<file path="config.mk">
export PLATFORM = sky130hd
export DESIGN_NAME = ioOutFifo
export DESIGN_NICKNAME = d
export VERILOG_FILES = /design/src/common/memPkg.sv /design/src/hdl/ioOutFifo.sv
export SDC_FILE = /design/constraint.sdc
export NUM_CORES = 1
export LEC_CHECK = 0
export ABC_AREA = 1
export BUFFER_PORTS_ARGS = -buffer_cell sky130_fd_sc_hd__buf_2
export CAP_MARGIN = 20
export CORE_MARGIN = 2
export CORE_UTILIZATION = 34
export CTS_CLUSTER_SIZE = 12
export DETAILED_ROUTE_END_ITERATION = 8
export GPL_TIMING_DRIVEN = 0
export PLACE_DENSITY = 0.57
export SYNTH_ARGS = -nofsm -noshare
export SYNTH_HDL_FRONTEND = slang
export SYNTH_SLANG_ARGS = --single-unit
</file>
<file path="constraint.sdc">
create_clock -name clk -period 2.1 [get_ports clk]
set_input_delay 0.42 -clock clk [delete_from_list [all_inputs] [get_ports clk]]
set_output_delay 0.42 -clock clk [all_outputs]
set_load 0.05 [all_outputs]
</file>
<file path="src/common/memPkg.sv">
package memPkg;

    // byte address into the 18-bit memory map
    typedef logic [17:0] addrT;

    // memory and output port data
    typedef logic [7:0] byteT;

    // instruction and load/store data
    typedef logic [31:0] wordT;

    // access length in bytes, legal values 1, 2 and 4
    typedef logic [2:0] lenT;

    // byte counter inside one access
    typedef logic [2:0] stageT;

    typedef enum logic [1:0] {
        Idle,
        RInst,
        RData,
        WData
    } ctrlStateT;

    // memory-mapped output port
    localparam addrT IO_ADDR = 18'h30000;

    // 4 KiB of RAM, upper address bits ignored
    localparam int RAM_ADDR_WIDTH = 12;
    localparam int RAM_DEPTH = 2 ** RAM_ADDR_WIDTH;

    localparam int IO_FIFO_DEPTH = 8;
    localparam int IO_FIFO_PTR_W = $clog2(IO_FIFO_DEPTH);

    localparam lenT LEN_BYTE = 3'd1;
    localparam lenT LEN_WORD = 3'd4;

endpackage
</file>
<file path="src/hdl/ioOutFifo.sv">
`timescale 1ns/1ps

module ioOutFifo import memPkg::*; (
    input  logic clk,
    input  logic rst,
    input  logic i_push,
    input  byteT i_pushByte,
    input  logic i_ready,
    output logic o_full,
    output logic o_valid,
    output byteT o_headByte
);

    byteT buffer [IO_FIFO_DEPTH];

    logic [IO_FIFO_PTR_W-1:0] wrPtr;
    logic [IO_FIFO_PTR_W-1:0] rdPtr;
    logic [IO_FIFO_PTR_W:0]   count;

    logic doPush;
    logic doPop;

    assign o_full = (count == (IO_FIFO_PTR_W + 1)'(IO_FIFO_DEPTH));
    assign o_valid = (count != '0);
    assign o_headByte = buffer[rdPtr];

    // full blocks the push, the controller is stalled then anyway
    assign doPush = i_push && !o_full;
    assign doPop = i_ready && o_valid;

    always_ff @(posedge clk) begin
        if (doPush) begin
            buffer[wrPtr] <= i_pushByte;
        end
    end

    always_ff @(posedge clk) begin
        if (rst) begin
            wrPtr <= '0;
            rdPtr <= '0;
            count <= '0;
        end else begin
            if (doPush) begin
                wrPtr <= wrPtr + 1'b1;
            end
            if (doPop) begin
                rdPtr <= rdPtr + 1'b1;
            end
            case ({doPush, doPop})
                2'b10:   count <= count + 1'b1;
                2'b01:   count <= count - 1'b1;
                default: count <= count;
            endcase
        end
    end

endmodule

</file>
==> results.yml, run 1 <==
run_status:
  outcome: "finished, final reports clean"
synth:
  synth-seq-cells: 77
  ys.flop_type: "edfxtp_1"
  ys_top_cells_by_area: "edfxtp_1 (60%), dfxtp_1 (8.1%), nor2_1 (5.3%), nand2_1 (4.8%), o21ai_0 (3.4%)"
  syn_nets: 292
  netlist_area_um2: 3210
  yosysTopAreaCellShare_pct: 59.8
  ys_async_sr_fraction_pct: 0
  yosysWarnings: 0
  yosysTopAreaCell: "edfxtp_1"
  syn_avg_cell_area_um2: 11.7
  yosysMostFrequentCell: "edfxtp_1"
  ys_seq_area_share_pct: 67.9
  ys_types: 28
  synth_edf_count: 64
  yosys-top-cells-count: "edfxtp_1 (64), nor2_1 (45), nand2_1 (41)"
  netlist_instances: 275
worst_setup_path:
  path_class: "flop to output port"
  cp_common_cell: "nand2_1"
  worst_r2r_startpoint: "count[0]"
  cp_cell_sequence: "buf_6 > o21ai_0 > o22ai_1 > nand2_1 > nand2_1 > buf_4"
  crit_arrival_ps: 1580
  critPathRequiredTime_ps: 1680
  path_max_fanout: 10
  crit_path_max_incr_delay_ps: 400
  path_buf_inv: 2
  critPathTopFamily: "flip-flops"
  worst-r2r-setup-slack_ps: 190
  cp-start-kind: "flop"
  r2r-end: "buffer[6][4]"
  crit_path_end_kind: "output port"
  slowest_stage: "dfxtp_4"
  r2r_cells: 4
place:
  dpl.hpwl_um: 4150
  gp_congestion: 0.764
  placedCellCount: 407
  numPortBuffers: 21
power:
  leakagePower_uw: 0.00138
  pwr-share-seq_pct: 39.8
  p_sw_uw: 1670
  pwr_density_cell_nw_per_um2: 1270
  p_int_uw: 3100
  combPwrFrac_pct: 32.6
  p_clk_share_pct: 27.6
  ir_worst_vdd_v: 0.000838
  p_sw_share_pct: 35.0
die:
  fp.dieW_um: 101
  io_pins: 22
  initial_core_util_pct: 35.0
  die_area_um2: 10200
  die_h_um: 101
  core-area_um2: 9200
  rows: 35
clock_tree:
  cts_tree: "done"
  clk_pin_slew_ps: 80
  holdBufCountCts: 0
  cts_inserted_buffers: 9
  cts_htree_levels: 3
  cts-root-buf: "clkbuf_8"
  clock_sinks: 77
  cts_buffer_depth: 2
  cts_setup_buffers: 0
  clk_latency_ps: 340
finish:
  final_cells: 423
  layout-drive-gt1-share_pct: 19.6
  final_nets: 324
  regArea_um2: 2190
  multi_input_area_um2: 890
  syn_to_final_growth_pct: 16.7
  n_fill_cell: 891
  diodes: 0
worst_hold_path:
  min_from: "rst"
  hold_path_class: "input pin to flop"
  holdPathEnd: "count[2]"
  worst_hold_path.num_cells: 4
timing:
  worst_pin_slew_ps: 935
  fin_skew_ps: 8.29
  post-route-min-period_ps: 2000
  fmax_ghz: 0.500
  finalSetupViolations: 0
  min_period_over_period_pct: 95.2
  hold_viol_final: 0
  slew_viol_final: 0
  rsz0062_at_grt: "no"
  tns_ps: 0
  slew_headroom_pct: 37.4
grt:
  grt_pass1_vias: 2069
  use_met2_pct: 23.0
  antenna_found_initial: 0
  grt_usage_pct: 14.2
  top_usage_layer: "met2"
  grt_max_degree: 14
  grt_use_met3_pct: 4.83
  grt_pass1_wl_um: 10600
  grt-ovfl-total: 0
  met1_usage_pct: 18.5
drt:
  wl_um: 6700
  drt_drc_violations_left: 0
  num_vias: 2055
  drt-wirelength-per-cell_um: 15.8
  firstDrtPassIters: 4
  ant_nets: 0
  routed_via_density: 4.86
  drt_iter0_markers: 89
flow_run:
  maxCapViolCount: 0
==> logic make-up (layout without fill, tap and decap cells) <==
logic type	Yosys count	count (layout)	share of synthesized area, %
compound gates	53	53	8.80
xor+xnor	3	3	0.818
fa+ha+maj	5	5	1.95
buf+inv	29	66	5.06
flops	77	77	67.9
mux	8	8	2.49
simple gates	100	100	13.0
==> registers in the layout (all words and copies together), names as in the netlist, named ones only <==
| register | flops |
|---|---|
| buffer | 64 |
| count | 4 |
| rdPtr | 3 |
| wrPtr | 3 |
==> worst max-delay path by stage <==
| stage | from | to | slack (ps) | cells past startpoint |
|---|---|---|---|---|
| 3_3_place_gp | count[2] | buffer[1][4] | -8 | 6 |
| 4_1_cts | flop | o_headByte[7] | 2 | 6 |
| 2_1_floorplan | count[1] | count[2] | 50 | 13 |
| 3_5_place_dp | count[2] | buffer[1][2] | -60 | 6 |
| 5_1_grt | flop | o_headByte[4] | 0.2 | 8 |
| 6_report | flop | o_headByte[7] | 100 | 6 |
==> tightest hold or removal path: stages <==
cell     delay [ps]
buf_2            90
a21oi_1          40
o21ai_0          60
inv_1            40
==> power by group through the flow <==
stage / Sequential [uW] / Combinational [uW] / Clock [uW]
2_1_floorplan: 1900 / 1150 / 0
3_3_place_gp: 1910 / 1490 / 0
3_5_place_dp: 1920 / 1500 / 0
4_1_cts: 1880 / 1510 / 1340
5_1_grt: 1910 / 1700 / 1410
6_report: 1900 / 1560 / 1320
==> per-stage QoR <==
stage               hold slack (ps)  util, %  setup slack, ps  cell area (um2)  total power, uW
finish                          337     40.8             99.8             3750             4770
global route                    332     40.8            0.181             3750             5020
CTS                             318     40.3             1.96             3700             4740
detailed placement              487     37.6            -55.2             3460             3420
global placement                474     37.6            -7.73             3460             3400
floorplan                       458        -             53.3             3210             3050
==> area by class of cell <==
class | count | area share (%)
Clock inverter | 6 | 2.97
Clock buffer | 10 | 3.40
Multi-Input combinational cell | 169 | 23.7
Inverter | 19 | 1.97
Tap cell | 111 | 3.70
Buffer | 10 | 2.60
Timing Repair Buffer | 21 | 3.27
Sequential cell | 77 | 58.4
==> routing by layer <==
metal,wire [um],up-vias,part of all wire (%)
li1,-,1019,-
met1,3170,979,47
met2,3150,55,47
met3,352,2,5.3
met4,35,0,0.52
met5,0,-,0
==> layout by cell type (no fill, tap or decap), types with 9 or more instances in the layout <==
cell      instances
o21ai_1          14
nor2_1           41
nand2_1          41
clkbuf_8          9
dfxtp_1          10
inv_1            17
edfxtp_1         64
buf_2            14
o21ai_0          22
==> what timing repair did <==
action,CTS,global route
hold endpoints to repair,0,0
endpoints found under the setup margin,16,41
pin swaps,0,0
resized for setup,3,23
Note: power is estimated with default switching activity, not from simulation.
==> inputs of run 2 (changes only) <==
Settings changed: CORE_UTILIZATION 34 to 59, HOLD_SLACK_MARGIN set to 0.12, PLACE_DENSITY 0.57 to 0.85.
==> results.yml, run 2 (synthesis results as in run 1) <==
run_status:
  outcome: "finished, final reports clean"
finish:
  diodes: 0
  fin_util_pct: 71.3
  most-common-layout-cells: "edfxtp_1 (64), nor2_1 (45), nand2_1 (41)"
  layout-drive-gt1-share_pct: 17.9
  syn_to_final_growth_pct: 14.8
  top_regs: "buffer x64, count x4"
  final_nets: 324
  layout_commonest_cell: "edfxtp_1"
  largest_reg_flops: 64
  top_register: "buffer"
timing:
  tns_ps: 0
  min_period_over_period_pct: 98.4
  slew_headroom_pct: 35.6
  fin_ws_ps: 34.0
  worst_pin_slew_ps: 963
  fmax_ghz: 0.484
  hold_viol_final: 0
  post-route-min-period_ps: 2070
  finalSetupViolations: 0
  slew_viol_final: 0
  fin_skew_ps: 12.9
  rsz0062_at_grt: "yes"
clock_tree:
  clk_pin_slew_ps: 80
  cts_inserted_buffers: 9
  cts_htree_levels: 3
  cts_buffer_depth: 2
  clock_sinks: 77
  cts_tree: "done"
  clk_latency_ps: 350
  cts_setup_buffers: 0
  cts-root-buf: "clkbuf_8"
die:
  die_h_um: 77.8
  io_pins: 22
  fp.dieW_um: 77.8
  rows: 26
  die_area_um2: 6050
  core-area_um2: 5170
  initial_core_util_pct: 62.1
power:
  leakagePower_uw: 0.00139
  ir_worst_vdd_v: 0.00100
  total_power_uw: 4780
  pwr_density_cell_nw_per_um2: 1290
drt:
  num_vias: 2114
  drt_drc_violations_left: 0
  firstDrtPassIters: 5
  wl_um: 6210
  ant_nets: 0
  drt-wirelength-per-cell_um: 16.2
  drt_iter0_markers: 195
  routed_via_density: 5.53
worst_hold_path:
  hold_path_class: "input pin to flop"
worst_setup_path:
  path_class: "flop to output port"
  crit_arrival_ps: 1650
  critPathRequiredTime_ps: 1680
  worst-r2r-setup-slack_ps: 120
  crit_path_end_kind: "output port"
  cp-start-kind: "flop"
  path_max_fanout: 10
grt:
  antenna_found_initial: 0
  grt_usage_pct: 22.2
  grt_max_degree: 14
  grt-ovfl-total: 0
  grt_pass1_vias: 2000
  grt_pass1_wl_um: 9940
place:
  dpl.hpwl_um: 3840
  gp_congestion: 0.834
  place_ws_ps: 122
  numPortBuffers: 21
flow_run:
  maxCapViolCount: 0
run 2: stage by stage:
| stage | hold slack (ps) | instances | area, um2 |
|---|---|---|---|
| global route | 332 | 382 | 3690 |
| floorplan | 458 | 275 | 3210 |
| finish | 333 | 382 | 3690 |
| detailed placement | 477 | 366 | 3410 |
| CTS | 322 | 382 | 3650 |
| global placement | 471 | 366 | 3410 |
run 2: final timing paths:
| path | start | endpoint | depth (start not counted) |
|---|---|---|---|
| setup / recovery | flop | o_headByte[1] | 7 |
| hold / removal | rst | count[2] | 4 |
| setup reg to reg | count[1] | buffer[1][6] | 6 |
| hold reg to reg | rdPtr[1] | flop | 2 |
run 2: area by class of cell:
cell class / count / area [um2]
Clock inverter: 7 / 114
Sequential cell: 77 / 2190
Multi-Input combinational cell: 169 / 880
Inverter: 19 / 71.3
Fill cell: 336 / 1480
Clock buffer: 9 / 124
Tap cell: 70 / 87.6
Buffer: 10 / 97.6
Timing Repair Buffer: 21 / 129
run 2: power by group:
part	switching, uW	internal (uW)	total [uW]
Combinational	1060	516	1570
Clock	530	784	1310
Sequential	85.6	1800	1890
Total	1680	3100	4780
run 2: timing repair:
item                                    in CTS  in global routing
hold buffers                                 0                  0
gates resized for setup                      4                 17
endpoints found under the setup margin       8                 17
cloned                                       0                  0
pin swaps                                    0                  2
run 2: worst max-delay path: stages (launching register included):
cell      delay [ps]
dfxtp_4          380
inv_2            130
buf_6            170
nor2_1            50
o22ai_1          180
nand2_1           90
nand2_1           70
clkbuf_4         220
run 2: per-layer routing:
metal  GRT usage (%)  vias to the layer above  wire (um)
met4            10.2                        0        138
met1            28.2                      985       2650
met5               0                        -          0
met3            4.30                       16        407
li1                -                     1021          -
met2            36.9                       92       3010
