File: config.mk
export PLATFORM = sky130hd
export DESIGN_NAME = memCtrl
export DESIGN_NICKNAME = d
export VERILOG_FILES = /design/src/common/memPkg.sv /design/src/memctrl/memCtrl.sv
export SDC_FILE = /design/constraint.sdc
export NUM_CORES = 1
export LEC_CHECK = 0
export ABC_CLOCK_PERIOD_IN_PS = 8900
export BUFFER_PORTS_ARGS = -buffer_cell sky130_fd_sc_hd__buf_2
export CAP_MARGIN = 20
export CORE_ASPECT_RATIO = 1.5
export CORE_MARGIN = 4
export CORE_UTILIZATION = 35
export CTS_CLUSTER_DIAMETER = 50
export DETAILED_ROUTE_END_ITERATION = 12
export PLACE_DENSITY = 0.7
export SETUP_SLACK_MARGIN = 0.3
export SLEW_MARGIN = 20
export SYNTH_ARGS = -nofsm -noshare
export SYNTH_HDL_FRONTEND = slang
export SYNTH_SLANG_ARGS = --single-unit
File: constraint.sdc
create_clock -name clk -period 8.9 [get_ports clk]
set_input_delay 1.335 -clock clk [delete_from_list [all_inputs] [get_ports clk]]
set_output_delay 1.335 -clock clk [all_outputs]
set_load 0.01 [all_outputs]
File: src/common/memPkg.sv
package memPkg;

    // byte address into the 18-bit memory map
    typedef logic [17:0] addrT;

    // memory and output port data
    typedef logic [7:0] byteT;

    // instruction and load/store data
    typedef logic [31:0] wordT;

    // access length in bytes, legal values 1, 2 and 4
    typedef logic [2:0] lenT;

    // byte counter inside one access
    typedef logic [2:0] stageT;

    typedef enum logic [1:0] {
        Idle,
        RInst,
        RData,
        WData
    } ctrlStateT;

    // memory-mapped output port
    localparam addrT IO_ADDR = 18'h30000;

    // 4 KiB of RAM, upper address bits ignored
    localparam int RAM_ADDR_WIDTH = 12;
    localparam int RAM_DEPTH = 2 ** RAM_ADDR_WIDTH;

    localparam int IO_FIFO_DEPTH = 8;
    localparam int IO_FIFO_PTR_W = $clog2(IO_FIFO_DEPTH);

    localparam lenT LEN_BYTE = 3'd1;
    localparam lenT LEN_WORD = 3'd4;

endpackage
File: src/memctrl/memCtrl.sv
`timescale 1ns/1ps

module memCtrl import memPkg::*; (
    input  logic clk,
    input  logic rst,
    input  logic i_rdy,
    input  logic i_ioFull,

    // fetch requester
    input  logic i_infEn,
    input  addrT i_infAddr,

    // data requester
    input  logic i_dcEn,
    input  logic i_dcStore,
    input  lenT  i_dcLen,
    input  addrT i_dcAddr,
    input  wordT i_dcData,

    // byte RAM
    input  byteT i_ramRdByte,
    output addrT o_ramAddr,
    output logic o_ramWr,
    output byteT o_ramWrByte,

    // output port FIFO
    output logic o_ioPush,
    output byteT o_ioPushByte,

    // results
    output logic o_infDone,
    output wordT o_infInst,
    output logic o_dcDone,
    output wordT o_dcData
);

    ctrlStateT state;
    stageT     stage;

    addrT addrQ;
    lenT  lenQ;
    wordT dataQ;
    wordT asmQ;
    addrT lastAddr;

    logic stall;
    logic isRead;
    logic lastStage;
    logic ioStore;
    addrT curAddr;
    wordT fullWord;
    wordT asmWord;

    assign stall = !i_rdy || i_ioFull;

    assign isRead = (state == RInst) || (state == RData);

    // reads finish one stage later than writes because of the registered RAM port
    assign lastStage = isRead ? (stage == lenQ) : (stage == lenQ - 3'd1);

    // only single-byte stores are routed to the output port
    assign ioStore = (addrQ == IO_ADDR) && (lenQ == LEN_BYTE);

    assign curAddr = addrQ + addrT'(stage);

    // when stalled, re-present the previous address so the RAM keeps returning
    // the byte the next capture expects
    assign o_ramAddr = stall ? lastAddr : curAddr;

    always_ff @(posedge clk) begin
        lastAddr <= o_ramAddr;
    end

    // store path
    assign o_ramWr = !stall && (state == WData) && !ioStore;
    assign o_ramWrByte = dataQ[{stage[1:0], 3'b000} +: 8];

    assign o_ioPush = !stall && (state == WData) && ioStore;
    assign o_ioPushByte = dataQ[7:0];

    // incoming byte enters at the top, earlier bytes move down
    assign fullWord = {i_ramRdByte, asmQ[31:8]};

    // right-align short loads, zero fill from the top
    assign asmWord = fullWord >> {LEN_WORD - lenQ, 3'b000};

    assign o_infDone = !stall && (state == RInst) && lastStage;
    assign o_infInst = asmWord;

    assign o_dcDone = !stall && ((state == RData) || (state == WData)) && lastStage;
    assign o_dcData = asmWord;

    always_ff @(posedge clk) begin
        if (rst) begin
            state <= Idle;
            stage <= '0;
        end else if (!stall) begin
            case (state)
                Idle: begin
                    stage <= '0;
                    // data has priority over fetch
                    if (i_dcEn) begin
                        state <= i_dcStore ? WData : RData;
                    end else if (i_infEn) begin
                        state <= RInst;
                    end
                end
                default: begin
                    if (lastStage) begin
                        state <= Idle;
                        stage <= '0;
                    end else begin
                        stage <= stage + 3'd1;
                    end
                end
            endcase
        end
    end

    // request latch and byte assembly
    always_ff @(posedge clk) begin
        if (!stall) begin
            if (state == Idle) begin
                if (i_dcEn) begin
                    addrQ <= i_dcAddr;
                    lenQ  <= i_dcLen;
                    dataQ <= i_dcData;
                end else if (i_infEn) begin
                    addrQ <= i_infAddr;
                    lenQ  <= LEN_WORD;
                end
            end else if (isRead && (stage != '0)) begin
                // stage 0 has no returned byte yet
                asmQ <= fullWord;
            end
        end
    end

endmodule

==> results.py <==
metrics = {
    "cts": {
        "ctsLongestPathBuffers": 2,
        "ctsRootBufferMaster": "sky130_fd_sc_hd__clkbuf_16",
        "worstSkewPairLatency_ps": 340,
        "path_clk_slew_ps": 70,
        "cts_hold_repair.buffers": 0,
        "cts_setup_buffers": 0,
        "cts.sink_count": 100,
        "tritoncts.num_buffers": 9,
        "ctsHtreeMaxLevel": 3,
        "cts_repair_resize_count": 0,
        "clock_tree_from_tritoncts": "yes",
    },
    "logic_synthesis": {
        "netlist_area_um2": 5120,
        "synth_fp_nets": 525,
        "post_synthesis_average_cell_area_um2": 12.0,
        "yosys.cell_types.count": 47,
        "async_set_reset_flop_share_out_of_synthesis_pct": 0,
        "part_of_the_yosys_area_used_for_sequential_elements_pct": 54.2,
        "ys.flop_type": "sky130_fd_sc_hd__edfxtp_1",
        "postSynthRegisterBits": 100,
        "number_of_warnings_printed_during_yosys_synthesis": 0,
        "synth-edff-count": 77,
        "syn-instance-count": 427,
    },
    "placement": {
        "count_of_port_buffers_added_during_placement": 187,
        "gp_congestion": 0.796,
        "dp.final_hpwl_mm": 9.16,
    },
    "floorplanning": {
        "die-width_um": 107,
        "num_rows": 53,
        "fp.dieH_um": 156,
        "ios": 188,
        "die_area_um2": 16700,
        "initial_core_util_pct": 36.1,
        "core_um2": 14200,
    },
    "setup_path": {
        "termination_of_the_worst_setup_path": "o_dcData[29]",
        "timing.critical_path.arrival_ps": 3230,
        "critical_path_depth": 7,
        "cp_num_buf_inv": 3,
        "worst_setup_path_start_kind": "register",
        "regToRegSetupSlack_ps": 6010,
        "regToRegEndpoint": "state[0]$_SDFFE_PP0P_",
        "worstSetupPathType": "reg2out",
        "delay_heaviest_family_cp": "simple AND/OR/NAND/NOR gates",
        "endpoint_kind": "primary output",
        "worstRegToRegCells": 8,
        "worst_path_max_delay_cell": "sky130_fd_sc_hd__ha_1",
        "critical_path_required_ps": 7570,
        "path_max_fanout": 36,
        "worstPathCellList": "buf_4 > inv_1 > ha_1 > or2_2 > nor2_1 > and2_1 > buf_2",
        "cp_peak_stage_delay_ps": 700,
        "rr_startpoint": "lenQ[0]$_SDFFCE_PN0P_",
        "startpoint": "lenQ[0]$_SDFFCE_PN0P_",
    },
    "sta": {
        "finClkSkew_ps": 9.46,
        "setup-violations-final": 0,
        "hold_violations": 0,
        "fmax_mhz": 219,
        "min_period_ps": 4570,
        "finalCritPeriodShare_pct": 51.3,
        "timing.final.max_slew_violations": 0,
        "worst_slew_pin_slew_ps": 1040,
        "max_slew_margin_pct": 30.9,
        "rsz0062_at_grt": "no",
        "tns_ps": 0,
    },
    "outcome": {
        "run_status": "complete, no violations",
    },
    "cells_and_area": {
        "layout.nets": 668,
        "filler_cell_count": 1354,
        "final_core_utilization_pct": 44.0,
        "layout-area-overhead-vs-synth_pct": 22.0,
        "insertedDiodeCount": 0,
        "final_layout_size_suffix_gt1_share_pct": 43.1,
    },
    "global_routing": {
        "vias_in_the_first_global_route": 3811,
        "grt_pass1_wl_mm": 18.4,
        "pin_count_of_the_biggest_net_entering_global_routing": 39,
        "grtUsageTotal_pct": 13.9,
        "globalRoute.totalOverflow": 0,
        "antenna_found_initial": 0,
    },
    "routing": {
        "wl_per_cell_um": 15.3,
        "drt_iter0_markers": 93,
        "number_of_vias_per_cell_after_detailed_routing": 4.70,
        "drt-pass1-iter-count": 4,
        "drc_errors": 0,
        "ant_nets": 0,
        "detailroute.via_count": 3608,
        "total_detailed_routing_wirelength_mm": 11.8,
    },
    "hold_path": {
        "hp-class": "reg2reg",
        "hold_path_startpoint": "asmQ[18]$_DFFE_PP_",
    },
    "flow_run": {
        "drv_cap": 0,
    },
    "power": {
        "power-per-cell-area_nw_per_um2": 169,
        "total_power_mw": 1.06,
        "leakagePower_nw": 2.65,
        "ir_worst_vdd_v": 0.0000920,
    },
}
## layout by cell type (no fill, tap or decap), types with 4 or more instances in the layout
cell type                   netlist  layout
sky130_fd_sc_hd__nor2_1          39      39
sky130_fd_sc_hd__xor2_1           9       9
sky130_fd_sc_hd__ha_1            11      11
sky130_fd_sc_hd__buf_4           40       4
sky130_fd_sc_hd__a211oi_1        16      16
sky130_fd_sc_hd__nor2b_1         11      11
sky130_fd_sc_hd__o21ai_1          6       6
sky130_fd_sc_hd__buf_2            5     187
sky130_fd_sc_hd__o21ai_0         12      12
sky130_fd_sc_hd__edfxtp_1        77      77
sky130_fd_sc_hd__mux2i_1         16      16
sky130_fd_sc_hd__xnor2_1         13      13
sky130_fd_sc_hd__clkbuf_16        0       9
sky130_fd_sc_hd__a21oi_1         13      13
sky130_fd_sc_hd__nand3_1          6       6
sky130_fd_sc_hd__inv_1           12      11
sky130_fd_sc_hd__nand2_1         30      30
sky130_fd_sc_hd__and2_1          11      11
sky130_fd_sc_hd__dfxtp_1         23      23
sky130_fd_sc_hd__mux4_2           8       8
sky130_fd_sc_hd__mux2_2          18      18
## report_power, final
group	leakage (nW)	switching, mW	total [mW]	internal (mW)
clock	0.147	0.174	0.377	0.203
combinational	1.61	0.0813	0.145	0.0637
sequential	0.894	0.0106	0.535	0.524
## worst min-delay path by stage
| stage | endpoint | slack (ps) | cells after the start |
|---|---|---|---|
| 3_3_place_gp | asmQ[15]$_DFFE_PP_ | 430 | 0 |
| 2_1_floorplan | asmQ[10]$_DFFE_PP_ | 430 | 0 |
| 6_report | asmQ[10]$_DFFE_PP_ | 450 | 0 |
| 5_1_grt | asmQ[10]$_DFFE_PP_ | 460 | 0 |
| 3_5_place_dp | asmQ[13]$_DFFE_PP_ | 440 | 0 |
| 4_1_cts | asmQ[10]$_DFFE_PP_ | 450 | 0 |
## sequential cells by signal (all words and copies together) (netlist names)
| name | flops |
|---|---|
| dataQ | 32 |
| asmQ | 24 |
| addrQ | 18 |
| lastAddr | 18 |
| lenQ | 3 |
| stage | 3 |
| state | 2 |
## cells in the mapped netlist, types with 2 or more instances
cell type	n	area (µm²)
sky130_fd_sc_hd__edfxtp_1	77	2310
sky130_fd_sc_hd__buf_4	40	300
sky130_fd_sc_hd__nor2_1	39	146
sky130_fd_sc_hd__nand2_1	30	113
sky130_fd_sc_hd__dfxtp_1	23	460
sky130_fd_sc_hd__mux2_2	18	203
sky130_fd_sc_hd__a211oi_1	16	120
sky130_fd_sc_hd__mux2i_1	16	160
sky130_fd_sc_hd__a21oi_1	13	65.1
sky130_fd_sc_hd__xnor2_1	13	114
sky130_fd_sc_hd__inv_1	12	45.0
sky130_fd_sc_hd__o21ai_0	12	60.1
sky130_fd_sc_hd__and2_1	11	68.8
sky130_fd_sc_hd__clkbuf_1	11	41.3
sky130_fd_sc_hd__ha_1	11	138
sky130_fd_sc_hd__nor2b_1	11	68.8
sky130_fd_sc_hd__xor2_1	9	78.8
sky130_fd_sc_hd__mux4_2	8	180
sky130_fd_sc_hd__nand3_1	6	30.0
sky130_fd_sc_hd__o21ai_1	6	30.0
sky130_fd_sc_hd__buf_2	5	25.0
sky130_fd_sc_hd__nor3_1	4	20.0
sky130_fd_sc_hd__buf_1	3	11.3
sky130_fd_sc_hd__nand4_1	3	18.8
sky130_fd_sc_hd__o211ai_1	3	22.5
sky130_fd_sc_hd__a211o_1	2	17.5
sky130_fd_sc_hd__nand2b_1	2	12.5
sky130_fd_sc_hd__nor4_1	2	12.5
sky130_fd_sc_hd__nor4b_1	2	17.5
sky130_fd_sc_hd__nor4b_4	2	47.6
## kinds of logic after synthesis
group | after synthesis | share of synthesized area [%]
DFF | 100 | 54.2
adders and majority gates | 12 | 3.08
AOI/OAI and AO/OA | 56 | 6.85
muxes | 42 | 10.6
xor gates and xnor gates | 22 | 3.77
buffers and inverters | 71 | 8.27
and+or+nand+nor | 124 | 13.2
## worst reg2reg max path: cells and delay by family (launching register included)
kind / cells / cell delay [ps]
compound gates: 4 / 790
flops: 1 / 330
fa+ha+maj: 1 / 950
xor+xnor: 1 / 220
buf+inv: 2 / 490
## metal layers
layer | track usage, % | vias up | wire, µm
met2 | 25.7 | 132 | 6190
li1 | - | 1778 | -
met4 | 5.12 | 0 | 208
met3 | 3.31 | 15 | 800
met5 | 0 | - | 0
met1 | 15.2 | 1683 | 4560
## metrics by stage
step	hold WS, ps	setup slack [ps]	cells	area [µm²]
floorplan	426	5090	427	5120
global placement	431	4740	751	5950
detailed placement	437	4650	751	5950
CTS	448	4270	767	6240
global route	456	4080	767	6240
finish	446	4330	767	6240
## layout make-up
class | count | area (µm²) | area share (%)
tap | 192 | 240 | 3.85
timing repair buffer | 191 | 966 | 15.5
multi-input combinational | 256 | 1930 | 30.8
inverter | 12 | 45.0 | 0.722
clock inverter | 6 | 53.8 | 0.862
sequential | 100 | 2770 | 44.4
clock buffer | 10 | 239 | 3.83
Note: power is estimated with default switching activity, not from simulation.
